File: config.mk
export PLATFORM = sky130hd
export DESIGN_NAME = register_file
export DESIGN_NICKNAME = d
export VERILOG_FILES = /design/src/hw/cpu_pkg.sv /design/src/hw/register_file.sv
export SDC_FILE = /design/constraint.sdc
export NUM_CORES = 1
export LEC_CHECK = 0
export CAP_MARGIN = 30
export CORE_ASPECT_RATIO = 0.75
export CORE_MARGIN = 2
export CORE_UTILIZATION = 30
export CTS_CLUSTER_DIAMETER = 80
export DETAILED_ROUTE_END_ITERATION = 7
export DONT_BUFFER_PORTS = 1
export SKIP_CTS_REPAIR_TIMING = 1
export SYNTH_ARGS = -nofsm -noshare
export SYNTH_HDL_FRONTEND = slang
export SYNTH_SLANG_ARGS = --single-unit
File: constraint.sdc
create_clock -name clk -period 3.25 [get_ports clk]
set_input_delay 0.65 -clock clk [delete_from_list [all_inputs] [get_ports clk]]
set_output_delay 0.65 -clock clk [all_outputs]
set_load 0.01 [all_outputs]
File: src/hw/cpu_pkg.sv
package cpu_pkg;

    localparam int DATA_W    = 8;  // Register and memory word
    localparam int ADDR_W    = 8;  // Data memory address
    localparam int PC_W      = 8;  // Program counter
    localparam int INSTR_W   = 9;  // One instruction word
    localparam int REG_IDX_W = 2;  // Four registers

    typedef logic [DATA_W-1:0]    data_t;     // Register and memory data
    typedef logic [ADDR_W-1:0]    addr_t;     // Data memory address
    typedef logic [PC_W-1:0]      pc_t;       // Program counter, instruction address
    typedef logic [INSTR_W-1:0]   instr_t;    // Raw instruction
    typedef logic [REG_IDX_W-1:0] reg_idx_t;  // Register number

    // Opcode field, bits 8..6 of the instruction
    typedef enum logic [2:0] {
        OP_ADD = 3'd0,  // r_a = r_a + r_b
        OP_SUB = 3'd1,  // r_a = r_a - r_b
        OP_AND = 3'd2,  // r_a = r_a & r_b
        OP_OR  = 3'd3,  // r_a = r_a | r_b
        OP_LI  = 3'd4,  // r1 = sext(imm6)
        OP_LD  = 3'd5,  // r_b = mem[r_a]
        OP_ST  = 3'd6,  // mem[r_a] = r_b
        OP_SYS = 3'd7   // BZ with bit 5 clear, HALT with bit 5 set
    } opcode_e;

    typedef enum logic [2:0] {
        ALU_ADD,
        ALU_SUB,
        ALU_AND,
        ALU_OR,
        ALU_PASS_B      // Result is operand b
    } alu_op_e;

    typedef enum logic [1:0] {
        ST_IDLE,        // After reset, program load allowed
        ST_RUN,         // One instruction per clock
        ST_HALTED       // HALT retired, done high
    } run_state_e;

    // Decoded control for one instruction
    typedef struct packed {
        alu_op_e  alu_op;       // ALU operation
        logic     use_imm;      // Operand b from immediate
        logic     branch_test;  // Operand b from r1 for BZ
        logic     reg_we;       // Register write, qualified
        reg_idx_t wsel;         // Destination register
        logic     mem_we;       // Data memory write, qualified
        logic     mem_to_reg;   // Write back memory data
        logic     branch;       // BZ, qualified
        logic     halt;         // HALT, qualified
        reg_idx_t r_a;          // Bits 5..4
        reg_idx_t r_b;          // Bits 3..2
        data_t    imm;          // Sign-extended bits 5..0
        pc_t      br_off;       // Sign-extended bits 4..0
    } ctrl_t;

endpackage

File: src/hw/register_file.sv
module register_file (
    input  logic              clk,
    input  logic              rst_n,
    input  logic              clear,    // Start pulse, zeroes all registers
    input  cpu_pkg::reg_idx_t ra,       // Read port a
    input  cpu_pkg::reg_idx_t rb,       // Read port b
    input  logic              we,       // Write enable
    input  cpu_pkg::reg_idx_t wsel,     // Write register
    input  cpu_pkg::data_t    wdata,    // Write data
    output cpu_pkg::data_t    data_a,   // Value of ra
    output cpu_pkg::data_t    data_b,   // Value of rb
    output cpu_pkg::data_t    data_r1   // Fixed r1 for BZ
);

    import cpu_pkg::*;

    data_t regs [4];  // r0..r3

    always_ff @(posedge clk) begin
        if (!rst_n || clear) begin
            for (int i = 0; i < 4; i++) begin
                regs[i] <= '0;  // Fresh register state per run
            end
        end else if (we) begin
            regs[wsel] <= wdata;  // Single write port
        end
    end

    // Combinational reads, old value until the edge
    assign data_a  = regs[ra];
    assign data_b  = regs[rb];
    assign data_r1 = regs[1];

endmodule

== After elaboration in Yosys (flattened, before gate mapping) ==
Memories as Yosys holds them, arrays and structs flattened.
Index checks and enable logic that the tools add are counted.

* Bits in writable memories: 32
* Register bits: 0
* Memories kept: 1

{| class="wikitable"
|+ Memory list
! memory !! words !! bits a word !! read ports !! clocked after memory_dff !! write ports !! line !! source
|-
| regs || 4 || 8 || 3 || 0 || 4 || register_file.sv:17 || <nowiki>data_t regs [4];</nowiki>
|}

* Muxes and demuxes: 8
* Reduce and logical (&&, ||, !) cells: 3

{| class="wikitable"
|+ Operators by type and width
! operator !! count
|-
| $mux W8 || 1
|-
| $reduce_or A8 Y1 || 1
|-
| $mux W1 || 6
|-
| $mux W2 || 1
|-
| $logic_not A1 Y1 || 1
|-
| $logic_or A1 B1 Y1 || 1
|}

== Logic depth before layout (Yosys ltp) ==
* Depth after elaboration: 6
* Mapped depth: 3
* Gate-level depth less buffers: 2

== Worst setup path before layout ==
No wires, ideal clock.

* Path type: input-to-output
* Start: input ra[0]
* End: output data_a[0]
* Path slack: 1162 ps
* Path buffers: 1
* Data arrival time: 1438 ps
* Stages: 2
* Path through: buf_2 -> mux4_2

* Longest elaborated chain between the ends: 1

{| class="wikitable"
|+ Ends and longest elaborated chain
! what !! line !! source
|-
| start: declaration || register_file.sv:5 || <nowiki>input cpu_pkg::reg_idx_t ra,</nowiki>
|-
| $mem_v2 Z4 W8 || - ||
|-
| end: declaration || register_file.sv:10 || <nowiki>output cpu_pkg::data_t data_a,</nowiki>
|}

Every way passes these cells.

==> results by group <==
Run status
  – Status: finished, final reports clean

Detailed routing
  – DRC viols: 0
  – Post-Route WL: 3.54 mm
  – Total number of vias: 920
  – DRT Pass-1 Iters: 4
  – ANT nets after route: 0
  – Routed vias/inst: 5.08
  – Violation count after the first detailed-route iteration: 62
  – WL per Instance: 19.5 um

Logic synthesis
  – Seq/Total Area, Yosys: 0.591
  – Synthesized cell area: 0.00163 mm2
  – Mean Syn Cell Area: 15.2 um2
  – Synth top area share: 0.591
  – Seq cells post-synth: 32
  – Yosys Warn Count: 0
  – Synth top area cells: edfxtp_1 59%, mux4_2 22%, nor2_1 4.8%
  – Netlist cell types: 18
  – Cell taking the most area after synthesis: edfxtp_1
  – Post-Synthesis Cells: 107
  – Post-Syn Nets: 125

Placement
  – Detail Placement HPWL: 2.53 mm
  – # port buffers: 0
  – RePlAce Congestion: 0.731

Power
  – Power per cell area: 529 mW/mm2
  – VDD IR max: 0.147 mV
  – Leak: 0.607 nW
  – Total power: 942 uW

Timing
  – RSZ-0062 raised after global routing: no
  – Slew Limit Fails: 0
  – Period utilization: 0.597
  – Fin. Hold Viols: 0
  – Worst-Margin Slew: 0.461 ns
  – Slew Limit Headroom: 0.692
  – Tmin final: 1.94 ns
  – TNS Setup: 0 ns
  – Setup-failing EPs final: 0
  – Fmax: 0.516 GHz

Floorplan
  – Row count: 23
  – Core area: 0.00530 mm2
  – Initial Utilization: 0.307
  – Ports: 42
  – Die Y: 67.8 um
  – Full die area: 0.00603 mm2
  – Width of the die: 89.0 um

Global routing
  – Met1 Track Usage GR: 0.138
  – Gr ovfl total: 0
  – Met3 usage: 0.0709
  – Grt peak-use layer: met2
  – Global-route met2 utilization: 0.212
  – First-pass GRT wire length: 5.22 mm
  – Initial antenna violation count: 0
  – Largest net degree at the start of global routing: 13
  – Number of global-route vias before repair: 903
  – All-Layer GR Usage: 0.128

Worst setup path
  – Crit-path slowest cell: mux4_2
  – Critical Path End Type: output pin
  – Crit path kind: register to output pin
  – Crit-path leading delay family: multiplexers
  – CP cell instances: mux4_2
  – Critical Path Start Type: register
  – Crit path arrival time: 1.29 ns
  – Worst-path fanout max: 3
  – Critical Path Max Stage Delay: 0.54 ns
  – Buffer and inverter count on the worst path: 0
  – CP required: 2.60 ns
  – Levels on crit path: 1

Clocking
  – Clock buffer depth: 2
  – Clk sinks: 32
  – CTS tree: done
  – H-Tree Depth: 2
  – CTS buffer count: 5
  – Worst-path clk slew: 0.06 ns
  – Clk root buf: clkbuf_8

Finish
  – Largest register FFs: 32
  – Antenna cells: 0
  – Nets: 123
  – Largest registers: regs: 32 flops
  – Fillers: 533
  – Reg with most FFs: regs
  – Multi-input gate area: 607 um2
  – Area Growth Syn to Fin: 9.38%
  – Layout cell share with drive strength beyond 1: 0.302
  – Register area: 961 um2

Min path
  – Worst hold path class: primary input to register
  – Worst Hold Depth: 1
  – HP Start: wsel[1]
  – Worst Hold Endpoint: regs[1][7]$_SDFFCE_PN0P_

Run
  – Max-cap viol count: 0
-- worst max path at each step --
stage | from | endpoint | slack [ns]
after floorplan | ra[0] | data_a[0] | 1.16
after global placement | rb[0] | data_b[1] | 1.42
after detailed placement | ra[0] | data_a[1] | 1.41
after CTS | regs[1][1]$_SDFFCE_PN0P_ | data_a[1] | 1.29
after global routing | regs[1][1]$_SDFFCE_PN0P_ | data_a[1] | 1.27
final | regs[1][1]$_SDFFCE_PN0P_ | data_b[1] | 1.31
-- logic make-up (layout without fill, tap and decap cells) --
| group | after synthesis | after routing | share of synthesized area |
|---|---|---|---|
| and+or+nand+nor | 43 | 43 | 0.130 |
| muxes | 16 | 16 | 0.222 |
| buffers and inverters | 12 | 11 | 0.0362 |
| DFF | 32 | 32 | 0.591 |
| AOI/OAI and AO/OA | 4 | 4 | 0.0215 |
-- Yosys cell counts --
cell type / n
nor3_1: 3
buf_4: 1
nand2_1: 7
mux4_2: 16
nand2b_1: 1
edfxtp_1: 32
a31o_2: 3
clkbuf_1: 3
buf_6: 1
nand4b_1: 1
buf_1: 2
nor2_1: 21
buf_2: 2
or4b_1: 1
a31o_1: 1
inv_1: 3
nor2_2: 7
nand4bb_1: 2
-- final cells by class --
class / instances / area share
clock buffer: 5 / 0.0387
clock inverter: 3 / 0.0211
inverter: 3 / 0.00633
multi-input combinational: 63 / 0.341
sequential: 32 / 0.540
tap: 75 / 0.0527
-- placed cells by master, fill, tap and decap left out --
master | netlist | final
or4b_1 | 1 | 1
a31o_2 | 3 | 3
nor2_2 | 7 | 7
inv_1 | 3 | 3
clkbuf_8 | 0 | 5
clkinv_1 | 0 | 2
nor3_1 | 3 | 3
mux4_2 | 16 | 16
nand4bb_1 | 2 | 2
nand2_1 | 7 | 7
bufinv_16 | 0 | 1
nand2b_1 | 1 | 1
edfxtp_1 | 32 | 32
a31o_1 | 1 | 1
nor2_1 | 21 | 21
nand4b_1 | 1 | 1
-- metal layers --
| layer | part of all wire | wire, um | up-vias |
|---|---|---|---|
| li1 | - | - | 405 |
| met1 | 0.36 | 1260 | 464 |
| met2 | 0.50 | 1780 | 49 |
| met3 | 0.13 | 466 | 2 |
| met4 | 0.0096 | 34 | 0 |
| met5 | 0 | 0 | - |
-- per-stage QoR --
stage / instances / hold slack, ns / area (um2) / utilization / setup WS (ns)
after floorplan: 107 / 0.846 / 1630 / - / 1.16
after global placement: 173 / 0.851 / 1670 / 0.316 / 1.42
after detailed placement: 173 / 0.850 / 1670 / 0.316 / 1.41
after CTS: 181 / 0.556 / 1780 / 0.336 / 1.29
after global routing: 181 / 0.550 / 1780 / 0.336 / 1.27
final: 181 / 0.562 / 1780 / 0.336 / 1.31
-- report_power, final --
part           leakage (nW)  internal (mW)  switching (mW)  total, mW
registers             0.353          0.482          0.0169      0.499
logic                 0.201         0.0403          0.0418     0.0821
clock network        0.0532          0.223           0.138      0.361
total                 0.607          0.745           0.196      0.942
(Power assumes the default switching activity.)
