$ cat src/hw/cpu_pkg.sv
package cpu_pkg;

    localparam int DATA_W    = 8;  // Register and memory word
    localparam int ADDR_W    = 8;  // Data memory address
    localparam int PC_W      = 8;  // Program counter
    localparam int INSTR_W   = 9;  // One instruction word
    localparam int REG_IDX_W = 2;  // Four registers

    typedef logic [DATA_W-1:0]    data_t;     // Register and memory data
    typedef logic [ADDR_W-1:0]    addr_t;     // Data memory address
    typedef logic [PC_W-1:0]      pc_t;       // Program counter, instruction address
    typedef logic [INSTR_W-1:0]   instr_t;    // Raw instruction
    typedef logic [REG_IDX_W-1:0] reg_idx_t;  // Register number

    // Opcode field, bits 8..6 of the instruction
    typedef enum logic [2:0] {
        OP_ADD = 3'd0,  // r_a = r_a + r_b
        OP_SUB = 3'd1,  // r_a = r_a - r_b
        OP_AND = 3'd2,  // r_a = r_a & r_b
        OP_OR  = 3'd3,  // r_a = r_a | r_b
        OP_LI  = 3'd4,  // r1 = sext(imm6)
        OP_LD  = 3'd5,  // r_b = mem[r_a]
        OP_ST  = 3'd6,  // mem[r_a] = r_b
        OP_SYS = 3'd7   // BZ with bit 5 clear, HALT with bit 5 set
    } opcode_e;

    typedef enum logic [2:0] {
        ALU_ADD,
        ALU_SUB,
        ALU_AND,
        ALU_OR,
        ALU_PASS_B      // Result is operand b
    } alu_op_e;

    typedef enum logic [1:0] {
        ST_IDLE,        // After reset, program load allowed
        ST_RUN,         // One instruction per clock
        ST_HALTED       // HALT retired, done high
    } run_state_e;

    // Decoded control for one instruction
    typedef struct packed {
        alu_op_e  alu_op;       // ALU operation
        logic     use_imm;      // Operand b from immediate
        logic     branch_test;  // Operand b from r1 for BZ
        logic     reg_we;       // Register write, qualified
        reg_idx_t wsel;         // Destination register
        logic     mem_we;       // Data memory write, qualified
        logic     mem_to_reg;   // Write back memory data
        logic     branch;       // BZ, qualified
        logic     halt;         // HALT, qualified
        reg_idx_t r_a;          // Bits 5..4
        reg_idx_t r_b;          // Bits 3..2
        data_t    imm;          // Sign-extended bits 5..0
        pc_t      br_off;       // Sign-extended bits 4..0
    } ctrl_t;

endpackage

$ cat src/hw/control_decoder.sv
module control_decoder (
    input  cpu_pkg::instr_t instruction,  // Current instruction
    input  logic            running,      // Core in ST_RUN
    output cpu_pkg::ctrl_t  ctrl          // Qualified control
);

    import cpu_pkg::*;

    opcode_e opcode;   // Bits 8..6
    logic    sys_bit;  // Bit 5, splits BZ from HALT

    assign opcode  = opcode_e'(instruction[8:6]);
    assign sys_bit = instruction[5];

    always_comb begin
        // Field split, always present
        ctrl.r_a         = instruction[5:4];
        ctrl.r_b         = instruction[3:2];
        ctrl.imm         = {{2{instruction[5]}}, instruction[5:0]};  // Sign extend 6 to 8
        ctrl.br_off      = {{3{instruction[4]}}, instruction[4:0]};  // Sign extend 5 to 8
        // Safe defaults
        ctrl.alu_op      = ALU_ADD;
        ctrl.use_imm     = 1'b0;
        ctrl.branch_test = 1'b0;
        ctrl.reg_we      = 1'b0;
        ctrl.wsel        = instruction[5:4];  // r_a unless overridden
        ctrl.mem_we      = 1'b0;
        ctrl.mem_to_reg  = 1'b0;
        ctrl.branch      = 1'b0;
        ctrl.halt        = 1'b0;

        case (opcode)
            OP_ADD: begin
                ctrl.alu_op = ALU_ADD;
                ctrl.reg_we = 1'b1;  // r_a gets result
            end
            OP_SUB: begin
                ctrl.alu_op = ALU_SUB;
                ctrl.reg_we = 1'b1;
            end
            OP_AND: begin
                ctrl.alu_op = ALU_AND;
                ctrl.reg_we = 1'b1;
            end
            OP_OR: begin
                ctrl.alu_op = ALU_OR;
                ctrl.reg_we = 1'b1;
            end
            OP_LI: begin
                ctrl.alu_op  = ALU_PASS_B;  // Immediate straight through
                ctrl.use_imm = 1'b1;
                ctrl.reg_we  = 1'b1;
                ctrl.wsel    = 2'd1;        // Always r1
            end
            OP_LD: begin
                ctrl.reg_we     = 1'b1;
                ctrl.wsel       = instruction[3:2];  // r_b gets mem[r_a]
                ctrl.mem_to_reg = 1'b1;
            end
            OP_ST: begin
                ctrl.mem_we = 1'b1;  // mem[r_a] gets r_b
            end
            OP_SYS: begin
                if (sys_bit) begin
                    ctrl.halt = 1'b1;
                end else begin
                    ctrl.alu_op      = ALU_PASS_B;  // Zero flag tests r1
                    ctrl.branch_test = 1'b1;
                    ctrl.branch      = 1'b1;
                end
            end
            default: ctrl.alu_op = ALU_ADD;
        endcase

        // Nothing retires outside ST_RUN
        ctrl.reg_we = ctrl.reg_we & running;
        ctrl.mem_we = ctrl.mem_we & running;
        ctrl.branch = ctrl.branch & running;
        ctrl.halt   = ctrl.halt & running;
    end

endmodule

$ cat config.mk
export PLATFORM = sky130hd
export DESIGN_NAME = control_decoder
export DESIGN_NICKNAME = d
export VERILOG_FILES = /design/src/hw/cpu_pkg.sv /design/src/hw/control_decoder.sv
export SDC_FILE = /design/constraint.sdc
export NUM_CORES = 1
export LEC_CHECK = 0
export BUFFER_PORTS_ARGS = -buffer_cell sky130_fd_sc_hd__buf_4
export CAP_MARGIN = 0
export CELL_PAD_IN_SITES_DETAIL_PLACEMENT = 1
export CELL_PAD_IN_SITES_GLOBAL_PLACEMENT = 1
export CORE_UTILIZATION = 20
export DETAILED_ROUTE_END_ITERATION = 8
export PLACE_DENSITY_LB_ADDON = 0.12
export SLEW_MARGIN = 20
export SYNTH_ARGS = -nofsm -noshare
export SYNTH_HDL_FRONTEND = slang
export SYNTH_SLANG_ARGS = --single-unit
$ cat constraint.sdc
create_clock -name vclk -period 1.61
set_clock_uncertainty 0.05 [all_clocks]
set_input_delay 0.161 -clock vclk [all_inputs]
set_output_delay 0.161 -clock vclk [all_outputs]
set_load 0.1 [all_outputs]
After elaboration in Yosys (flattened, before gate mapping)
Cells that the tools add are included.
{"block": "totals", "ff_bits": 0, "latch_bits": 0, "ram_bits": 0, "rom_bits": 0, "elab_cells": 24, "mem_count": 0}
{"block": "classes", "add_sub_neg": 0, "mul": 0, "n_div": 0, "magnitude_cmp": 0, "eq_ne": 7, "n_shift": 0, "mux": 11, "n_bitwise": 4, "reduce_logical": 2}
{"op": "$pmux 3 s5", "n": 1}
{"op": "$eq 3x3->1 const B", "n": 4}
{"op": "$mux 1", "n": 7}
{"op": "$eq 3x2->1 const B", "n": 2}
{"op": "$reduce_or 6->1", "n": 1}
{"op": "$and 1x1->1", "n": 4}
{"op": "$pmux 2 s2", "n": 1}
{"op": "$eq 3x1->1 const B", "n": 1}
{"op": "$logic_not 3->1", "n": 1}
{"op": "$mux 3", "n": 1}
{"op": "$mux 2", "n": 1}

Longest topological paths before layout
{"block": "depth", "ltp_word": 4, "ltp_mapped": 2, "depth_no_buf": 2}

Least setup slack after synthesis
No wires, ideal clock.
{"block": "synth_timing", "path_kind": "in2out", "from": "in running", "to": "out ctrl[26] in the netlist's numbering", "arrival_time_ns": 2.350, "required_ns": 1.399, "setup_slack_ns": -0.951, "path_stages": 1, "path_buffers": 0, "cell_sequence": "a21boi_0"}
{"block": "synth_between", "elab_chain_cells": 1}
{"item": "from (decl)", "line_no": "control_decoder.sv:3", "source": "input logic running,"}
{"item": "$and 1x1->1", "line_no": "control_decoder.sv:76", "source": "ctrl.reg_we = ctrl.reg_we & running;"}
{"item": "to (decl)", "line_no": "control_decoder.sv:4", "source": "output cpu_pkg::ctrl_t ctrl"}
No other way between the ends.

==> impl_metrics.ini <==
[run_status]
status = finished, final reports clean

[grt]
grt_max_degree = 10
antenna_found_initial = 0
grt_usage_pct = 6.667
grt_overflow = 0
grt_pass1_wl_um = 793
first_global_vias = 195

[finish]
drive_gt1_share_pct = 83.64
fill_cells = 162
clkbuf_count = 0
regArea_um2 = 0
layout.nets = 67
design.seq.count = 0
fin_area_um2 = 454.2
num_antenna_cells = 0
stdcell_count = 70
areaGrowthSynthToFinish_pct = 57.14

[drt]
drcViolationCount = 0
routed_wl_um = 628
firstDrtPassIters = 1
avgRoutedWirePerCell_um = 8.971
avgViaCountPerCell = 4.014
drtIter0Drc = 0
via_count = 281
postRouteAntennaNets = 0

[setup_path]
start_kind = input pin
crit_path_max_fanout = 8
critPathCaptureType = primary output
arrival_ns = 1.03
path_class = input pin to primary output
required_ns = 1.40

[synthesis]
synthCells = 39
synth_commonest_cells = buf_4 (20), and2_1 (2), nand2_1 (2), nand2b_1 (2), nor2_1 (2)
syn-cell-area_um2 = 289.0
synth.most_common_cell = buf_4
yosysSeqAreaShare_pct = 0
synth_warnings = 0
netlist_top_cells_area = buf_4 (52%), mux2_4 (5.2%), nor2b_4 (4.8%)
yosys.area.top_type = buf_4
synthDistinctLibCells = 16
synth_top_cell_area_share_pct = 51.95
synth.avg_cell_area_um2 = 7.411
synth_nets = 49

[hold_path]
hold_depth = 0
hp-class = input pin to primary output
hp-start = instruction[1]
holdPathEnd = ctrl[9]

[place]
place.gp.congestion = 0.5960
port_buffers = 36
placed_area_um2 = 454.2
hpwl_um = 553.7
post-place-cells = 70

[timing]
finalHoldViolCount = 0
max-slew-margin-rel_pct = 81.35
fmax_mhz = 806.7
worstMarginPinSlew_ns = 0.2821
period_share_pct = 77.00
min_period_ns = 1.240
slew_viol_final = 0
setup_viol = 0
rsz0062_at_grt = no

[die]
row_count = 13
initial_core_util_pct = 21.94
dieArea_mm2 = 0.001601
die_h_um = 40.02
io_pins = 42
die_w_um = 40.02
core_mm2 = 0.001318

[clocking]
post_cts.repair.setup_buffers = 0
cts.hold.buffers_added = 0
cts-resized-gates = 0

[power_and_ir_drop]
finalPower_mw = 0.3695
power-per-cell-area_mw_per_mm2 = 813.6
power_leakage_nw = 0.2490
irDropWorstVdd_v = 0.0002774

[job]
maxCapViolCount = 0
-- layout make-up --
cell class | count | area, um2 | area share (%)
inverter | 1 | 3.754 | 0.8264
multi-input combinational | 18 | 161.4 | 35.54
timing repair buffer | 36 | 270.3 | 59.50
tap | 15 | 18.77 | 4.132
-- layout by cell type, fill, tap and decap left out --
master	netlist	routed
buf_4	20	36
nand2b_1	2	2
nor2_2	0	2
nand2_1	2	2
and4b_2	1	2
inv_1	1	1
nor2b_4	1	1
mux2i_4	0	1
and2_1	2	1
and2b_2	1	1
and2b_1	1	1
nand3_1	1	1
o22ai_2	0	1
mux2_4	1	1
and2_2	0	1
a21boi_1	0	1
-- worst max path at each step --
stage | slack [ns] | end | start | cells past startpoint
global placement | 0.37 | ctrl[24] | instruction[8] | 4
CTS | 0.36 | ctrl[24] | instruction[8] | 4
floorplan | -0.22 | ctrl[26] | running | 1
global route | 0.34 | ctrl[24] | instruction[8] | 4
detailed placement | 0.37 | ctrl[24] | instruction[8] | 4
finish | 0.37 | ctrl[24] | instruction[8] | 4
-- critical path, stage by stage --
cell     delay [ns]
buf_4          0.12
nor2b_4        0.20
mux2_4         0.31
buf_4          0.23
-- power by group --
group          internal [mW]  leakage (nW)  total (mW)  switching, mW
sequential                 0             0           0              0
combinational         0.0740         0.249       0.370          0.296
clock                      0             0           0              0
-- layer usage --
metal  wire (um)  GRT usage [%]  share of wire [%]
met5           0              0                  0
met4           5          1.724               0.80
met3          85              0                 14
met2         296          10.89                 47
met1         240          9.603                 38
-- per-stage QoR --
| stage | setup WS [ns] | util, % | setup TNS [ns] | hold slack, ns |
|---|---|---|---|---|
| floorplan | -0.2163 | - | -0.2163 | 0.4479 |
| global placement | 0.3733 | 34.47 | 0 | 0.2740 |
| detailed placement | 0.3651 | 34.47 | 0 | 0.2740 |
| CTS | 0.3650 | 34.47 | 0 | 0.2740 |
| global route | 0.3365 | 34.47 | 0 | 0.2724 |
| finish | 0.3703 | 34.47 | 0 | 0.2721 |
-- cell families after synthesis --
group                  Yosys count  synth area share, %
buffers and inverters           21                53.24
multiplexers                     2                8.657
AND/OR/NAND/NOR                 14                33.33
AO/OA/AOI/OAI                    2                4.764
(Power assumes the default switching activity.)
