--- config.mk ---
export PLATFORM = sky130hd
export DESIGN_NAME = run_control
export DESIGN_NICKNAME = d
export VERILOG_FILES = /design/src/hw/cpu_pkg.sv /design/src/hw/run_control.sv
export SDC_FILE = /design/constraint.sdc
export NUM_CORES = 1
export LEC_CHECK = 0
export ABC_AREA = 1
export BUFFER_PORTS_ARGS = -buffer_cell sky130_fd_sc_hd__buf_2
export CAP_MARGIN = 20
export CELL_PAD_IN_SITES_DETAIL_PLACEMENT = 1
export CELL_PAD_IN_SITES_GLOBAL_PLACEMENT = 2
export CORE_MARGIN = 2
export CORE_UTILIZATION = 26
export CTS_CLUSTER_SIZE = 28
export DETAILED_ROUTE_END_ITERATION = 10
export GPL_TIMING_DRIVEN = 0
export PLACE_DENSITY_LB_ADDON = 0.3
export SETUP_SLACK_MARGIN = 0.15
export SLEW_MARGIN = 20
export SYNTH_ARGS = -nofsm -noshare
export SYNTH_HDL_FRONTEND = slang
export SYNTH_SLANG_ARGS = --single-unit
--- constraint.sdc ---
create_clock -name clk -period 2.58 [get_ports clk]
set_input_delay 0.516 -clock clk [delete_from_list [all_inputs] [get_ports clk]]
set_output_delay 0.516 -clock clk [all_outputs]
set_load 0.01 [all_outputs]
--- src/hw/cpu_pkg.sv ---
package cpu_pkg;

    localparam int DATA_W    = 8;  // Register and memory word
    localparam int ADDR_W    = 8;  // Data memory address
    localparam int PC_W      = 8;  // Program counter
    localparam int INSTR_W   = 9;  // One instruction word
    localparam int REG_IDX_W = 2;  // Four registers

    typedef logic [DATA_W-1:0]    data_t;     // Register and memory data
    typedef logic [ADDR_W-1:0]    addr_t;     // Data memory address
    typedef logic [PC_W-1:0]      pc_t;       // Program counter, instruction address
    typedef logic [INSTR_W-1:0]   instr_t;    // Raw instruction
    typedef logic [REG_IDX_W-1:0] reg_idx_t;  // Register number

    // Opcode field, bits 8..6 of the instruction
    typedef enum logic [2:0] {
        OP_ADD = 3'd0,  // r_a = r_a + r_b
        OP_SUB = 3'd1,  // r_a = r_a - r_b
        OP_AND = 3'd2,  // r_a = r_a & r_b
        OP_OR  = 3'd3,  // r_a = r_a | r_b
        OP_LI  = 3'd4,  // r1 = sext(imm6)
        OP_LD  = 3'd5,  // r_b = mem[r_a]
        OP_ST  = 3'd6,  // mem[r_a] = r_b
        OP_SYS = 3'd7   // BZ with bit 5 clear, HALT with bit 5 set
    } opcode_e;

    typedef enum logic [2:0] {
        ALU_ADD,
        ALU_SUB,
        ALU_AND,
        ALU_OR,
        ALU_PASS_B      // Result is operand b
    } alu_op_e;

    typedef enum logic [1:0] {
        ST_IDLE,        // After reset, program load allowed
        ST_RUN,         // One instruction per clock
        ST_HALTED       // HALT retired, done high
    } run_state_e;

    // Decoded control for one instruction
    typedef struct packed {
        alu_op_e  alu_op;       // ALU operation
        logic     use_imm;      // Operand b from immediate
        logic     branch_test;  // Operand b from r1 for BZ
        logic     reg_we;       // Register write, qualified
        reg_idx_t wsel;         // Destination register
        logic     mem_we;       // Data memory write, qualified
        logic     mem_to_reg;   // Write back memory data
        logic     branch;       // BZ, qualified
        logic     halt;         // HALT, qualified
        reg_idx_t r_a;          // Bits 5..4
        reg_idx_t r_b;          // Bits 3..2
        data_t    imm;          // Sign-extended bits 5..0
        pc_t      br_off;       // Sign-extended bits 4..0
    } ctrl_t;

endpackage

--- src/hw/run_control.sv ---
module run_control (
    input  logic         clk,
    input  logic         rst_n,
    input  logic         start,     // Host pulse
    input  logic         halt,      // HALT, qualified
    input  logic         branch,    // BZ, qualified
    input  logic         zero,      // ALU zero flag, r1 == 0 on BZ
    input  cpu_pkg::pc_t br_off,    // Sign-extended branch offset
    output cpu_pkg::pc_t pc,        // Fetch address
    output logic         running,   // State is ST_RUN
    output logic         clear,     // Register clear on accepted start
    output logic         load_ok,   // Program writes allowed
    output logic         done       // State is ST_HALTED
);

    import cpu_pkg::*;

    run_state_e state;        // Run FSM
    pc_t        pc_plus1;     // Sequential successor
    pc_t        next_pc;      // Selected successor
    logic       take_branch;  // BZ with r1 zero
    logic       start_ok;     // Start outside ST_RUN

    assign load_ok  = (state != ST_RUN);   // Idle or halted
    assign start_ok = start & load_ok;     // Start while running ignored
    assign clear    = start_ok;            // One cycle, follows start
    assign running  = (state == ST_RUN);
    assign done     = (state == ST_HALTED);

    // Next PC selection
    assign take_branch = branch & zero;
    assign pc_plus1    = pc + pc_t'(1);
    assign next_pc     = take_branch ? pc_plus1 + br_off : pc_plus1;  // Wraps at 256

    always_ff @(posedge clk) begin
        if (!rst_n) begin
            state <= ST_IDLE;
            pc    <= '0;
        end else begin
            case (state)
                ST_IDLE, ST_HALTED: begin
                    if (start_ok) begin
                        state <= ST_RUN;  // Run from this edge
                        pc    <= '0;      // Program always starts at 0
                    end
                end
                ST_RUN: begin
                    if (halt) begin
                        state <= ST_HALTED;  // done rises here, PC holds
                    end else begin
                        pc <= next_pc;       // One instruction retired
                    end
                end
                default: begin
                    state <= ST_IDLE;  // Unused encoding
                end
            endcase
        end
    end

endmodule

; ---- Yosys cells after proc, flatten, opt, wreduce, memory -nomap -nowiden
; Cells that the tools add are included.
[totals]
word_cells = 24
register_bits = 10
[op_classes]
reduce_logical = 5
n_addsub = 2
n_eq_ne = 6
mux = 7
bitwise = 2
[ops]
columns = cell, count
row1 = $mux W8, 3
row2 = $pmux W8 S2, 1
row3 = $add A8 B1 Y8 const B, 1
row4 = $add A8 B8 Y8, 1
row5 = $ne A2 B2 Y1 const B, 3
row6 = $mux W2, 2
row7 = $pmux W2 S2, 1
row8 = $reduce_and A3 Y1, 1
row9 = $and A1 B1 Y1, 2
row10 = $eq A2 B1 Y1 const B, 1
row11 = $eq A2 B2 Y1 const B, 1
row12 = $logic_not A2 Y1, 1
row13 = $ne A2 B1 Y1 const B, 1
row14 = $reduce_and A2 Y1, 1
row15 = $reduce_bool A2 Y1, 1
row16 = $reduce_or A2 Y1, 1

; ---- Longest topological paths before layout
[logic_depth]
depth_word = 5
mapped_depth = 16
mapped_depth_nobuf = 16

; ---- Least setup slack after synthesis
; Ideal clock, no wire load.
[synth_timing]
path_type = register to register
start = register pc[0]
end = register pc[7]
required_ps = 2514
path_buffers = 0
setup_time_ps = 66
stages_incl_launch_ff = 17
t_arrival_ps = 2081
period_less_slack_ps = 2147
setup_slack_ps = 433
cell_sequence = dfxtp_1 -> ha_1 -> nand2_1 -> nor2_1 -> inv_1 -> o21ai_1 -> nand2_1 -> ha_1 -> nand2_1 -> inv_1 -> a21oi_1 -> nand2_1 -> nand2_1 -> nand3_1 -> nand2_1 -> nand3_1 -> a21oi_2
[synth_between]
elab_chain_cells = 5
[synth_rtl]
columns = element, line_no
row1 = "start, declared", run_control.sv:9  ; output cpu_pkg::pc_t pc,
row2 = "start signal, assigned", run_control.sv:51  ; pc <= next_pc;
row3 = $add A8 B1 Y8 *, run_control.sv:32  ; assign pc_plus1 = pc + pc_t'(1);
row4 = $add A8 B8 Y8, run_control.sv:33  ; assign next_pc = take_branch ? pc_plus1 + br_off : pc_plus1;
row5 = $mux W8 *, run_control.sv:33
row6 = $mux W8 *, run_control.sv:48  ; if (halt) begin
row7 = $pmux W8 S2 *, run_control.sv:40  ; case (state)
; Mark *: on every way between the ends. The rest lies on a longest branch, timed or not. The select of a mux whose other input is x is not followed.
; A chain may end at the register's enable or synchronous reset.

; ---- Worst setup path in the final report
; Same ends and word-level chain as after synthesis.

==> results.sh <==
export IMPL_synthArstFlopShare_pct=0
export IMPL_synth_fa_ha_area_share_pct=13.2
export IMPL_hold_violations=0
export IMPL_synth_seq_cells=10
export IMPL_fin_nets=197
export IMPL_powerDensity_mw_per_mm2=315
export IMPL_grt_overflow_total=0
export IMPL_power_switching_uw=110
export IMPL_drc=0
export IMPL_path_delay_family="simple AND/OR/NAND/NOR gates"
export IMPL_dpl_hpwl_mm=2.19
export IMPL_grt_util_all_layers_pct=13.1
export IMPL_power_frac_clock_pct=27.9
export IMPL_syn_cell_area_sq_um=907
export IMPL_rows=21
export IMPL_antenna_found_initial=0
export IMPL_drtIter0Drc=15
export IMPL_maxCapViolations=0
export IMPL_yosys_top_cells_count="nand2_1 (45), inv_1 (25), nand3_1 (12)"
export IMPL_avgSynthCellArea_sq_um=6.30
export IMPL_synth_warnings=0
export IMPL_cts_max_level=1
export IMPL_setup_viol=0
export IMPL_cp_num_buf_inv=1
export IMPL_synth_top_flop_cell="dfxtp_1"
export IMPL_rsz0062_at_grt="no"
export IMPL_period_minus_slack_ns=2.14
export IMPL_synth_most_common_cell="nand2_1"
export IMPL_start_util_pct=27.2
export IMPL_required_ns=2.77
export IMPL_crit_path_max_fanout=5
export IMPL_hold_buffers=0
export IMPL_antennaDiodeCount=0
export IMPL_cts_tree="done"
export IMPL_viasPerCell=4.45
export IMPL_drive_above_1_share_pct=27.3
export IMPL_cp_arrival_ns=2.33
export IMPL_drt_first_pass_iters=3
export IMPL_tns_ns=0
export IMPL_place_congestion=0.793
export IMPL_clk_pin_slew_ns=0.06
export IMPL_hold_path_class="register to register"
export IMPL_die_area_sq_mm=0.00398
export IMPL_yosysTopAreaCell="dfxtp_1"
export IMPL_grt_pass1_wl_mm=4.31
export IMPL_grt_max_degree=11
export IMPL_portBuffers=25
export IMPL_pin_count=26
export IMPL_cts_buffers=3
export IMPL_netlist_area_leader_share_pct=22.1
export IMPL_slew_viol_final=0
export IMPL_netlist_instances=144
export IMPL_skew_ns=0.00334
export IMPL_syn_num_nets=167
export IMPL_cpMostUsedCell="nand2_1"
export IMPL_synthDistinctLibCells=24
export IMPL_cts_sinks=10
export IMPL_synth_compound_area_share_pct=15.0
export IMPL_status="finished clean"
export IMPL_synth_xor_area_share_pct=3.86
export IMPL_finalCritPeriodShare_pct=82.9
export IMPL_fmax_mhz=467
export IMPL_slew_headroom_pct=83.8
export IMPL_tightestPinTransition_ns=0.241
export IMPL_synth_top_family_by_area="simple AND/OR/NAND/NOR gates"
export IMPL_p_leak_uw=0.000588
export IMPL_end_kind="register"
export IMPL_yosysSeqAreaShare_pct=22.1
export IMPL_reg2reg_slack_ns=0.44
export IMPL_ir_worst_vdd_uv=257
export IMPL_yosys_area_share_simple_pct=33.2
export IMPL_seqPwrFrac_pct=45.1
export IMPL_dr_total_vias=970
export IMPL_drt_total_wl_mm=2.44
export IMPL_cp_start_kind="register"
export IMPL_placed_cell_area_sq_mm=0.00109
export IMPL_die_height_microns=63.1
export IMPL_path_cells="ha_1 -> nand2_1 -> nor2_2 -> inv_1 -> o21ai_2 -> nand2_2 -> ha_4 -> nand2_1 -> nor2_1 -> nand2_1 -> nand3_1 -> nand3_1 -> nand2_1 -> nand3_1 -> a21oi_2"
export IMPL_p_sw_share_pct=30.4
export IMPL_clock_latency_ns=0.25
export IMPL_synth_edf_count=0
export IMPL_syn2layout_area_growth_pct=27.0
export IMPL_synthMuxAreaShare_pct=0
export IMPL_core_sq_mm=0.00334
export IMPL_power_frac_comb_pct=27.0
export IMPL_die_x_microns=63.1
export IMPL_wl_per_cell_microns=11.2
export IMPL_ant_nets=0
export IMPL_power_internal_uw=252
export IMPL_critical_path_class="register to register"
export IMPL_clk_path_buf_depth=2
export IMPL_slowest_stage="dfxtp_2"
export IMPL_fin_area_sq_mm=0.00115
export IMPL_synth_area_top_cells="dfxtp_1 (22%), nand2_1 (19%), ha_1 (11%)"
export IMPL_grt_pass1_vias=1002
export IMPL_fill_cells=468
export IMPL_slowest_delay_ns=0.37
export IMPL_ctsRootBufferMaster="clkbuf_4"
==> worst reg2reg max path: stages (launching register included) <==
cell and delay (ns):
dfxtp_2 0.37, ha_1 0.19, nand2_1 0.10, nor2_2 0.14, inv_1 0.08, o21ai_2 0.14
nand2_2 0.09, ha_4 0.29, nand2_1 0.07, nor2_1 0.10, nand2_1 0.09, nand3_1 0.10
nand3_1 0.08, nand2_1 0.06, nand3_1 0.08, a21oi_2 0.11
==> cell type report <==
| type | count | area [sq um] | area share, % |
|---|---|---|---|
| inverters | 29 | 109 | 9.45 |
| repair buffers | 25 | 125 | 10.9 |
| clock buffers | 3 | 22.5 | 1.95 |
| well taps | 46 | 57.6 | 4.99 |
| plain buffers | 1 | 5.00 | 0.434 |
| flip-flops and latches | 10 | 203 | 17.6 |
| multi-input cells | 104 | 631 | 54.7 |
==> per-stage QoR <==
| step | setup slack [ns] | instances | util [%] | power, uW | hold slack, ns |
|---|---|---|---|---|---|
| global placement | 0.225 | 215 | 32.7 | 260 | 0.492 |
| finish | 0.441 | 218 | 34.5 | 363 | 0.514 |
| floorplan | 0.433 | 144 | - | 229 | 0.507 |
| global route | 0.165 | 218 | 34.5 | 393 | 0.551 |
| detailed placement | 0.163 | 215 | 32.7 | 263 | 0.506 |
| CTS | 0.179 | 218 | 33.4 | 366 | 0.515 |
==> sequential cells by signal, indices dropped and copies added (netlist names) <==
name,count
pc,8
state,2
==> repair_timing <==
item | in CTS | in global routing
endpoints found under the hold margin | 0 | 0
resized for setup | 1 | 7
setup endpoints to repair | 1 | 1
buffers inserted | 0 | 0
==> per-layer routing <==
layer  global-route usage, %  vias to the layer above  share of wire [%]
met5                       0                        -                  0
met4                    2.50                        0               0.41
met3                   0.893                        2                2.2
met2                    24.1                       12                 50
met1                    16.6                      442                 47
li1                        -                      514                  -
==> cell usage in the layout, fill, tap and decap left out, types with 2 or more instances in the layout <==
master and count:
nand2_1 44, buf_2 26, inv_1 25, nand3_1 12, o21ai_0 9, dfxtp_1 8, ha_1 6, nor2_1 5
a21oi_1 4, inv_2 3, nor2_4 3, xor2_1 3, a21oi_2 3, clkbuf_4 3, o21ai_2 2, ha_4 2
dfxtp_2 2
==> final timing paths <==
check	from	to	depth (start not counted)
max	pc[0]	pc[7]	15
min	pc[1]	pc[1]	2
max reg2reg	pc[0]	pc[7]	15
min reg2reg	pc[1]	pc[1]	2
==> kinds of logic after synthesis <==
kind of cell,count (synthesis)
and+or+nand+nor,68
buffers and inverters,30
AOI/OAI and AO/OA,23
DFF,10
adders and majority gates,9
xor gates and xnor gates,4
==> power groups by stage <==
stage	Sequential, uW	Clock, uW	Combinational [uW]
floorplan	167	0	61.4
global placement	167	0	93.4
detailed placement	167	0	96.3
CTS	164	106	96.8
global route	164	115	113
finish	164	101	98.0
Power figures use the tool's default switching activity.
