<file path="src/hw/cpu_pkg.sv">
package cpu_pkg;

    localparam int DATA_W    = 8;  // Register and memory word
    localparam int ADDR_W    = 8;  // Data memory address
    localparam int PC_W      = 8;  // Program counter
    localparam int INSTR_W   = 9;  // One instruction word
    localparam int REG_IDX_W = 2;  // Four registers

    typedef logic [DATA_W-1:0]    data_t;     // Register and memory data
    typedef logic [ADDR_W-1:0]    addr_t;     // Data memory address
    typedef logic [PC_W-1:0]      pc_t;       // Program counter, instruction address
    typedef logic [INSTR_W-1:0]   instr_t;    // Raw instruction
    typedef logic [REG_IDX_W-1:0] reg_idx_t;  // Register number

    // Opcode field, bits 8..6 of the instruction
    typedef enum logic [2:0] {
        OP_ADD = 3'd0,  // r_a = r_a + r_b
        OP_SUB = 3'd1,  // r_a = r_a - r_b
        OP_AND = 3'd2,  // r_a = r_a & r_b
        OP_OR  = 3'd3,  // r_a = r_a | r_b
        OP_LI  = 3'd4,  // r1 = sext(imm6)
        OP_LD  = 3'd5,  // r_b = mem[r_a]
        OP_ST  = 3'd6,  // mem[r_a] = r_b
        OP_SYS = 3'd7   // BZ with bit 5 clear, HALT with bit 5 set
    } opcode_e;

    typedef enum logic [2:0] {
        ALU_ADD,
        ALU_SUB,
        ALU_AND,
        ALU_OR,
        ALU_PASS_B      // Result is operand b
    } alu_op_e;

    typedef enum logic [1:0] {
        ST_IDLE,        // After reset, program load allowed
        ST_RUN,         // One instruction per clock
        ST_HALTED       // HALT retired, done high
    } run_state_e;

    // Decoded control for one instruction
    typedef struct packed {
        alu_op_e  alu_op;       // ALU operation
        logic     use_imm;      // Operand b from immediate
        logic     branch_test;  // Operand b from r1 for BZ
        logic     reg_we;       // Register write, qualified
        reg_idx_t wsel;         // Destination register
        logic     mem_we;       // Data memory write, qualified
        logic     mem_to_reg;   // Write back memory data
        logic     branch;       // BZ, qualified
        logic     halt;         // HALT, qualified
        reg_idx_t r_a;          // Bits 5..4
        reg_idx_t r_b;          // Bits 3..2
        data_t    imm;          // Sign-extended bits 5..0
        pc_t      br_off;       // Sign-extended bits 4..0
    } ctrl_t;

endpackage

</file>
<file path="src/hw/alu.sv">
module alu (
    input  cpu_pkg::data_t   a,       // Operand a, register a
    input  cpu_pkg::data_t   b,       // Operand b, selected upstream
    input  cpu_pkg::alu_op_e op,      // Operation
    output cpu_pkg::data_t   result,  // Modulo 256 result
    output logic             zero     // Result is zero
);

    import cpu_pkg::*;

    always_comb begin
        case (op)
            ALU_ADD:    result = a + b;  // Carry dropped
            ALU_SUB:    result = a - b;  // Borrow dropped
            ALU_AND:    result = a & b;
            ALU_OR:     result = a | b;
            ALU_PASS_B: result = b;      // LI and BZ test
            default:    result = '0;
        endcase
    end

    // Used by BZ with b = r1
    assign zero = (result == '0);

endmodule

</file>
<file path="config.mk">
export PLATFORM = sky130hd
export DESIGN_NAME = alu
export DESIGN_NICKNAME = d
export VERILOG_FILES = /design/src/hw/cpu_pkg.sv /design/src/hw/alu.sv
export SDC_FILE = /design/constraint.sdc
export NUM_CORES = 1
export LEC_CHECK = 0
export BUFFER_PORTS_ARGS = -buffer_cell sky130_fd_sc_hd__buf_2
export CAP_MARGIN = 25
export CORE_MARGIN = 2
export CORE_UTILIZATION = 54
export DETAILED_ROUTE_END_ITERATION = 16
export GPL_TIMING_DRIVEN = 0
export PLACE_DENSITY_LB_ADDON = 0.12
export RECOVER_POWER = 25
export SETUP_SLACK_MARGIN = 0.05
export SLEW_MARGIN = 20
export SYNTH_ARGS = -nofsm -noshare
export SYNTH_HDL_FRONTEND = slang
export SYNTH_SLANG_ARGS = --single-unit
</file>
<file path="constraint.sdc">
create_clock -name vclk -period 3.39
set_clock_uncertainty 0.05 [all_clocks]
set_input_delay 0.339 -clock vclk [all_inputs]
set_output_delay 0.339 -clock vclk [all_outputs]
set_load 0.005 [all_outputs]
</file>
After elaboration in Yosys (flattened, before gate mapping)
Cells that the tools add are included.

storage, ports and cells
  word-level logic and storage cells = 11
  input bits = 19
  output and inout bits = 9
  register bits = 0

cells by class
  reduce and logical (&&, ||, !) cells = 2
  add/sub/neg operators = 2
  muxes and demuxes = 1
  equality and inequality tests = 4
  bitwise gates (word level) = 2

operators by type and width
  kind                  number
  $pmux W8 S5           1
  $add A8 B8 Y8         1
  $and A8 B8 Y8         1
  $logic_not A8 Y1      1
  $or A8 B8 Y8          1
  $sub A8 B8 Y8         1
  $eq A3 B2 Y1 const B  2
  $eq A3 B1 Y1 const B  1
  $eq A3 B3 Y1 const B  1
  $logic_not A3 Y1      1

Logic depth before layout (Yosys ltp)
Gate-level depths: netlist of the first run.

  depth after elaboration = 3
  depth in mapped cells = 11
  mapped depth without buffers = 11

Least setup slack after synthesis of the first run
No wires, ideal clock.

  path type = input-to-output
  start = in op[1]
  end = out zero
  stages = 10
  arrival = 2507 ps
  data required time = 3001 ps
  buffers on the path = 1
  slack = 494 ps
  path through = buf_2 > nor3b_4 > mux2_2 > fa_1 > nand2b_1 > a21oi_1 > nor2_1 > nand4b_1 > o311ai_1 > nor4_2

between the ends
  cells in the longest elaborated chain, start to end = 3
  elaborated cells on any way between the ends = 7
  those cells by class = eq/ne (4); mux (1); reduce/logical (2)

ends and longest elaborated chain
  element                                     line       source
  start, declared                             alu.sv:4   input cpu_pkg::alu_op_e op,
  $eq A3 B3 Y1, or another cell as far along  alu.sv:12  case (op)
  $pmux W8 S5 (*)                             alu.sv:12
  net result[6]                               alu.sv:5   output cpu_pkg::data_t result,
  $logic_not A8 Y1 (*)                        alu.sv:23  assign zero = (result == '0);
  end, declared                               alu.sv:6   output logic zero

Mark *: on every way through the listed nets, which the timed path passes. The rest lies on a longest branch.

Final worst setup path of the first run
  start = in op[1]
  end = out zero

between the ends
  cells in the longest elaborated chain, start to end = 3
  elaborated cells on any way between the ends = 7
  those cells by class = eq/ne (4); mux (1); reduce/logical (2)

ends and longest elaborated chain
  element                                     line
  $eq A3 B3 Y1, or another cell as far along  alu.sv:12
  $pmux W8 S5 (*)                             alu.sv:12
  $logic_not A8 Y1 (*)                        alu.sv:23

Every way passes the cells marked *; elsewhere a longest branch is shown, timed or not.

==> impl_metrics.env, run 1 <==
export IMPL_finalCriticalPeriod_ns=3.18
export IMPL_grtUsageMet3_pct=0
export IMPL_place_inst=155
export IMPL_antennaDiodeCount=0
export IMPL_final_util_pct=72.5
export IMPL_setup_tns_ns=0
export IMPL_drtPass1Iterations=5
export IMPL_synth_nets=142
export IMPL_totalWireLength_um=2190
export IMPL_final_clkbuf_count=0
export IMPL_arrival_ns=2.79
export IMPL_fill_cells=114
export IMPL_gp_congestion=0.888
export IMPL_power_leakage_nw=0.432
export IMPL_stdcell_count=156
export IMPL_viasPerCell=6.00
export IMPL_antenna_found_initial=0
export IMPL_vias=936
export IMPL_yosysTopAreaCellShare_pct=15.8
export IMPL_crit_path_start_kind="input pin"
export IMPL_finalPower_mw=0.188
export IMPL_slew_headroom_pct=70.1
export IMPL_hold_viol_final=0
export IMPL_rows=13
export IMPL_grt_max_degree=11
export IMPL_whs_ns=1.02
export IMPL_synth_area_um2=791
export IMPL_max_cap_violations=0
export IMPL_synthDistinctLibCells=36
export IMPL_post_dp_cell_area_um2=950
export IMPL_wl_per_cell_um=14.0
export IMPL_start_util_pct=59.3
export IMPL_rsz0062_at_grt="false"
export IMPL_grt_pass1_vias=870
export IMPL_grt_pass1_wl_um=3620
export IMPL_grt_busiest_layer="met2"
export IMPL_worstSetupPathType="in2out"
export IMPL_coreArea_um2=1330
export IMPL_dpl_hpwl_um=1750
export IMPL_ir_drop_v=0.000101
export IMPL_met1_usage_pct=32.5
export IMPL_yosysMostFrequentCell="nor2_1"
export IMPL_drive_above_1_share_pct=29.8
export IMPL_critical_path_max_fanout=10
export IMPL_hold_class="in2out"
export IMPL_syn_avg_cell_area_um2=7.06
export IMPL_fmax_ghz=0.315
export IMPL_grt_use_total_pct=24.4
export IMPL_status="complete, no violations"
export IMPL_tightestPinTransition_ns=0.441
export IMPL_initialDrtViolationCount=28
export IMPL_yosysWarnings=0
export IMPL_final_cell_area_um2=967
export IMPL_use_met2_pct=44.9
export IMPL_nFlopsAndLatches=0
export IMPL_dp_slack_ns=0.0316
export IMPL_syn_inst=112
export IMPL_overflow=0
export IMPL_critPathRequiredTime_ns=3.00
export IMPL_final_max_slew_viol_count=0
export IMPL_finalSetupViolCount=0
export IMPL_netlist_top_cells_count="nor2_1, a21oi_1, ha_1"
export IMPL_die_area_um2=1790
export IMPL_drtAntennaViolNets=0
export IMPL_nets=173
export IMPL_area_growth_pct=22.3
export IMPL_synth_seq_area_share_pct=0
export IMPL_drc=0
export IMPL_die_w_um=42.3
export IMPL_endpoint_kind="output port"
export IMPL_io_pins=28
export IMPL_io_buffers=28
export IMPL_period_share_pct=93.7
export IMPL_power_density_nw_per_um2=194
export IMPL_synth_area_leaders="ha_1, xnor2_1, nor2_1"
export IMPL_setup_ws_ns=0.212
export IMPL_post_synth_top_area_cell="ha_1"
export IMPL_seqCellArea_um2=0
export IMPL_fp_dieH_um=42.3
-- logic make-up after synthesis --
group,Yosys count,synth area share (%)
AOI/OAI and AO/OA,32,26.6
xor gates and xnor gates,8,8.86
adders and majority gates,17,26.3
buffers and inverters,9,4.91
muxes,2,2.69
and+or+nand+nor,44,30.7
-- area by class of cell --
| type | count | area [um2] | area share [%] |
|---|---|---|---|
| repair buffers | 29 | 146 | 15.1 |
| well taps | 15 | 18.8 | 1.94 |
| inverters | 7 | 26.3 | 2.72 |
| multi-input cells | 103 | 763 | 78.9 |
| plain buffers | 2 | 12.5 | 1.29 |
-- routing by layer --
metal,up-vias,part of all wire (%)
met5,-,0
met4,0,0.46
met3,2,5.1
met2,29,51
met1,431,44
li1,474,-
-- path summary, 6_finish.rpt --
| check | from | endpoint | slack, ns | cells after the start |
|---|---|---|---|---|
| setup / recovery | op[1] | zero | 0.21 | 14 |
| hold / removal | b[7] | result[7] | 1.02 | 4 |
-- power by group --
group / leakage (nW) / switching (mW) / internal, mW / total [mW]
combinational: 0.432 / 0.103 / 0.0842 / 0.188
sequential: 0 / 0 / 0 / 0
clock: 0 / 0 / 0 / 0
-- layout by cell type, fill, tap and decap left out, types with 2 or more instances in the layout --
cell and n:
a21oi_2 2, nor2b_1 3, maj3_2 2, o311ai_1 2, a22oi_1 3, maj3_1 4
o21ai_0 4, inv_1 7, nor2_1 17, a21oi_1 10, nand2_1 6, ha_1 10
o21ai_1 2, nor3_1 5, nor4_2 2, buf_4 2, or2_2 2, nand2b_1 4
buf_2 28, xnor2_1 8
-- worst max-delay path, stage by stage --
cell and delay, ns:
buf_2 0.10, buf_2 0.18, nor3b_4 0.23, buf_4 0.18, nor2_1 0.06, xnor2_1 0.13
ha_1 0.38, o21ai_0 0.12, a21oi_1 0.26, o21ai_0 0.17, xnor2_1 0.19, o21ai_2 0.09
nor4_2 0.22, buf_2 0.15
-- repair_timing --
item | 4_1_cts | 5_1_grt
pin swaps | 1 | 1
hold buffers | 0 | 0
setup buffers | 1 | 0
endpoints found under the setup margin | 1 | 1
gates resized for setup | 0 | 2
No activity file was read; power rests on OpenSTA's default activity.
==> run 2, diff against run 1 <==
Settings changed: CORE_UTILIZATION 54 to 40, PLACE_DENSITY from default to 0.77, PLACE_DENSITY_LB_ADDON 0.12 to default.
Clock period 3.39 ns to 4 ns, I/O delays scaled along.
==> impl_metrics.env, run 2 (synthesized netlist as in run 1, its figures left out) <==
export IMPL_io_pins=28
export IMPL_power_density_nw_per_um2=157
export IMPL_power_internal_mw=0.0683
export IMPL_crit_path_start_kind="input pin"
export IMPL_worstSetupPathType="in2out"
export IMPL_mostFrequentLayoutCells="buf_2, nor2_1, a21oi_1, ha_1, xnor2_1"
export IMPL_final_common_cell="buf_2"
export IMPL_switchingPower_mw=0.0833
export IMPL_critical_path_max_fanout=10
export IMPL_hold_class="in2out"
export IMPL_post_cts_resized=0
export IMPL_final_clkbuf_count=0
export IMPL_overflow=0
export IMPL_cts_setup_buffers=0
export IMPL_p_seq_share_pct=0
export IMPL_finalCriticalPeriod_ns=3.48
export IMPL_area_growth_pct=21.8
export IMPL_critPathRequiredTime_ns=3.55
export IMPL_die_w_um=48.5
export IMPL_die_area_um2=2350
export IMPL_grt_pass1_wl_um=3480
export IMPL_tightestPinTransition_ns=0.428
export IMPL_rsz0062_at_grt="false"
export IMPL_antenna_found_initial=0
export IMPL_start_util_pct=41.1
export IMPL_gp_congestion=0.835
export IMPL_grt_pass1_vias=811
export IMPL_drtAntennaViolNets=0
export IMPL_setup_tns_ns=0
export IMPL_initialDrtViolationCount=17
export IMPL_max_cap_violations=0
export IMPL_holdBufCountCts=0
export IMPL_antennaDiodeCount=0
export IMPL_status="complete, no violations"
export IMPL_dpl_hpwl_um=1680
export IMPL_fp_dieH_um=48.5
export IMPL_seqCellArea_um2=0
export IMPL_final_util_pct=50.1
export IMPL_coreArea_um2=1920
export IMPL_nFlopsAndLatches=0
export IMPL_swShare_pct=55.0
export IMPL_hold_viol_final=0
export IMPL_period_share_pct=87.1
export IMPL_endpoint_kind="output port"
export IMPL_power_leakage_nw=0.422
export IMPL_arrival_ns=3.03
export IMPL_viasPerCell=5.54
export IMPL_fmax_ghz=0.287
export IMPL_wl_per_cell_um=12.0
export IMPL_totalWireLength_um=2000
export IMPL_grt_max_degree=11
export IMPL_nets=172
export IMPL_drtPass1Iterations=4
export IMPL_drc=0
export IMPL_io_buffers=28
export IMPL_place_inst=167
export IMPL_rows=16
export IMPL_finalSetupViolCount=0
export IMPL_p_comb_share_pct=100.0
export IMPL_slew_headroom_pct=71.0
export IMPL_grt_use_total_pct=17.3
export IMPL_fill_cells=202
export IMPL_drive_above_1_share_pct=27.9
export IMPL_stdcell_count=167
export IMPL_startpoint="op[1]"
export IMPL_worstHoldStart="b[7]"
export IMPL_finalPower_mw=0.152
export IMPL_pwr_share_clk_pct=0
export IMPL_vias=926
export IMPL_whs_ns=1.14
export IMPL_final_max_slew_viol_count=0
export IMPL_ir_drop_v=0.0000692
run 2: cell type report:
class	count	area [um2]	share of cell area, %
timing repair buffer	28	139	14.4
tap	27	33.8	3.51
multi-input combinational	103	752	78.1
inverter	7	26.3	2.73
buffer	2	12.5	1.30
run 2: critical path, cell delays in order:
cell	delay [ns]
buf_2	0.10
buf_2	0.18
nor3b_4	0.34
mux2_2	0.40
fa_1	0.40
nand2b_1	0.20
nand3_1	0.10
o311ai_1	0.13
nor3_1	0.31
nand4bb_1	0.17
nor4_2	0.15
buf_2	0.15
run 2: layer usage:
| layer | routed length, um | share of wire (%) | vias up | GRT usage (%) |
|---|---|---|---|---|
| met2 | 966 | 48 | 26 | 28.7 |
| met4 | 24 | 1.2 | 0 | 3.81 |
| met3 | 74 | 3.7 | 2 | 0.309 |
| met1 | 937 | 47 | 428 | 25.3 |
| met5 | 0 | 0 | - | 0 |
| li1 | - | - | 470 | - |
run 2: per-stage QoR:
stage	cell area (um2)	setup slack, ns
6_report	963	0.516
3_5_place_dp	965	0.550
4_1_cts	965	0.537
3_3_place_gp	965	0.561
5_1_grt	963	0.308
2_1_floorplan	791	0.982
run 2: path summary, 6_finish.rpt:
path                         to  slack, ns  depth (start not counted)
worst max-delay path       zero       0.52                         12
worst min-delay path  result[7]       1.14                          4
run 2: power groups by stage:
stage	Clock, mW	Sequential, mW	Combinational (mW)
6_report	0	0	0.152
5_1_grt	0	0	0.171
4_1_cts	0	0	0.151
3_5_place_dp	0	0	0.151
3_3_place_gp	0	0	0.147
2_1_floorplan	0	0	0.104
==> run 3, diff against run 2 <==
Settings changed: CORE_ASPECT_RATIO from default to 1.1.
==> impl_metrics.env, run 3 (synthesized netlist as in run 1, its figures left out) <==
export IMPL_drc=0
export IMPL_io_buffers=28
export IMPL_io_pins=28
export IMPL_critical_path_max_fanout=10
export IMPL_pwr_share_clk_pct=0
export IMPL_antennaDiodeCount=0
export IMPL_final_max_slew_viol_count=0
export IMPL_post_dp_cell_area_um2=965
export IMPL_power_leakage_nw=0.422
export IMPL_wl_per_cell_um=11.9
export IMPL_p_comb_share_pct=100.0
export IMPL_max_cap_violations=0
export IMPL_arrival_ns=3.04
export IMPL_final_clkbuf_count=0
export IMPL_viasPerCell=5.37
export IMPL_fp_dieH_um=50.6
export IMPL_setup_tns_ns=0
export IMPL_period_share_pct=87.1
export IMPL_switchingPower_mw=0.0829
export IMPL_grt_use_total_pct=18.5
export IMPL_nFlopsAndLatches=0
export IMPL_coreArea_um2=1820
export IMPL_rsz0062_at_grt="false"
export IMPL_die_area_um2=2350
export IMPL_finalSetupViolCount=0
export IMPL_fill_cells=183
export IMPL_start_util_pct=43.4
export IMPL_power_density_nw_per_um2=157
export IMPL_nets=172
export IMPL_initialDrtViolationCount=24
export IMPL_vias=896
export IMPL_finalCriticalPeriod_ns=3.49
export IMPL_die_w_um=46.4
export IMPL_grt_pass1_vias=798
export IMPL_dpl_hpwl_um=1670
export IMPL_gp_congestion=0.867
export IMPL_drtAntennaViolNets=0
export IMPL_ir_drop_v=0.0000818
export IMPL_post_cts_resized=0
export IMPL_final_cell_area_um2=963
export IMPL_area_growth_pct=21.8
export IMPL_crit_top_cell="buf_2"
export IMPL_critPathRequiredTime_ns=3.55
export IMPL_slew_headroom_pct=69.9
export IMPL_p_seq_share_pct=0
export IMPL_antenna_found_initial=0
export IMPL_path_cells="buf_2, buf_2, nor3b_4, mux2_2, fa_1, nand2b_1, a21oi_1, nor2_1, o311ai_1, nor4_2, buf_2"
export IMPL_power_internal_mw=0.0685
export IMPL_final_common_cell="buf_2"
export IMPL_critPathMaxStageDelay_ns=0.44
export IMPL_overflow=0
export IMPL_mostFrequentLayoutCells="buf_2, nor2_1, a21oi_1, ha_1, xnor2_1"
export IMPL_fmax_ghz=0.287
export IMPL_hold_viol_final=0
export IMPL_multi_input_area_um2=752
export IMPL_cts_setup_buffers=0
export IMPL_status="complete, no violations"
export IMPL_hold_class="in2out"
export IMPL_swShare_pct=54.8
export IMPL_tightestPinTransition_ns=0.444
export IMPL_worstSetupPathType="in2out"
export IMPL_grt_max_degree=11
export IMPL_seqCellArea_um2=0
export IMPL_drtPass1Iterations=4
export IMPL_crit_path_start_kind="input pin"
export IMPL_grt_pass1_wl_um=3480
export IMPL_holdBufCountCts=0
export IMPL_rows=16
export IMPL_critPathSlowestCell="o311ai_1"
export IMPL_drive_above_1_share_pct=27.9
export IMPL_endpoint_kind="output port"
export IMPL_totalWireLength_um=1990
[run 3: cell types whose count changed in the layout (fill, tap and decap cells not counted), sizes merged]
| cell | previous run | this run |
|---|---|---|
| buf | 29 | 30 |
| clkbuf | 1 | 0 |
[run 3: critical path: cells and delay by family]
family                     cells  cell delay [ns]
muxes                          1             0.41
and+or+nand+nor                4             0.74
AOI/OAI and AO/OA              2             0.65
adders and majority gates      1             0.42
buffers and inverters          3             0.41
[run 3: cell type report]
class	count	area share (%)
Multi-Input combinational cell	103	78.1
Timing Repair Buffer	28	14.4
Inverter	7	2.73
Tap cell	27	3.51
Buffer	2	1.30
[run 3: power by group through the flow]
| stage | logic (mW) | registers (mW) | clock network [mW] |
|---|---|---|---|
| 2_1_floorplan | 0.104 | 0 | 0 |
| 3_3_place_gp | 0.147 | 0 | 0 |
| 3_5_place_dp | 0.151 | 0 | 0 |
| 4_1_cts | 0.152 | 0 | 0 |
| 5_1_grt | 0.170 | 0 | 0 |
| 6_report | 0.151 | 0 | 0 |
[run 3: final timing paths]
path	from	to	slack [ns]	cells after the start
worst max-delay path	op[1]	zero	0.51	11
worst min-delay path	b[7]	result[7]	1.14	4
[run 3: metal layers]
metal  vias to the layer above  global-route usage [%]  part of all wire (%)
met2                        19                    32.9                    52
met5                         -                       0                     0
met3                         0                       0                   2.6
met4                         0                       0                     0
li1                        468                       -                     -
met1                       409                    26.0                    46
[run 3: metrics by stage]
stage | cells | hold slack [ns] | setup WS, ns | power [mW] | util, %
2_1_floorplan | 112 | 0.812 | 0.982 | 0.104 | -
3_3_place_gp | 167 | 1.12 | 0.580 | 0.147 | 53.0
3_5_place_dp | 167 | 1.14 | 0.542 | 0.151 | 53.0
4_1_cts | 167 | 1.14 | 0.532 | 0.152 | 53.0
5_1_grt | 167 | 1.17 | 0.287 | 0.170 | 52.9
6_report | 167 | 1.14 | 0.514 | 0.151 | 52.9
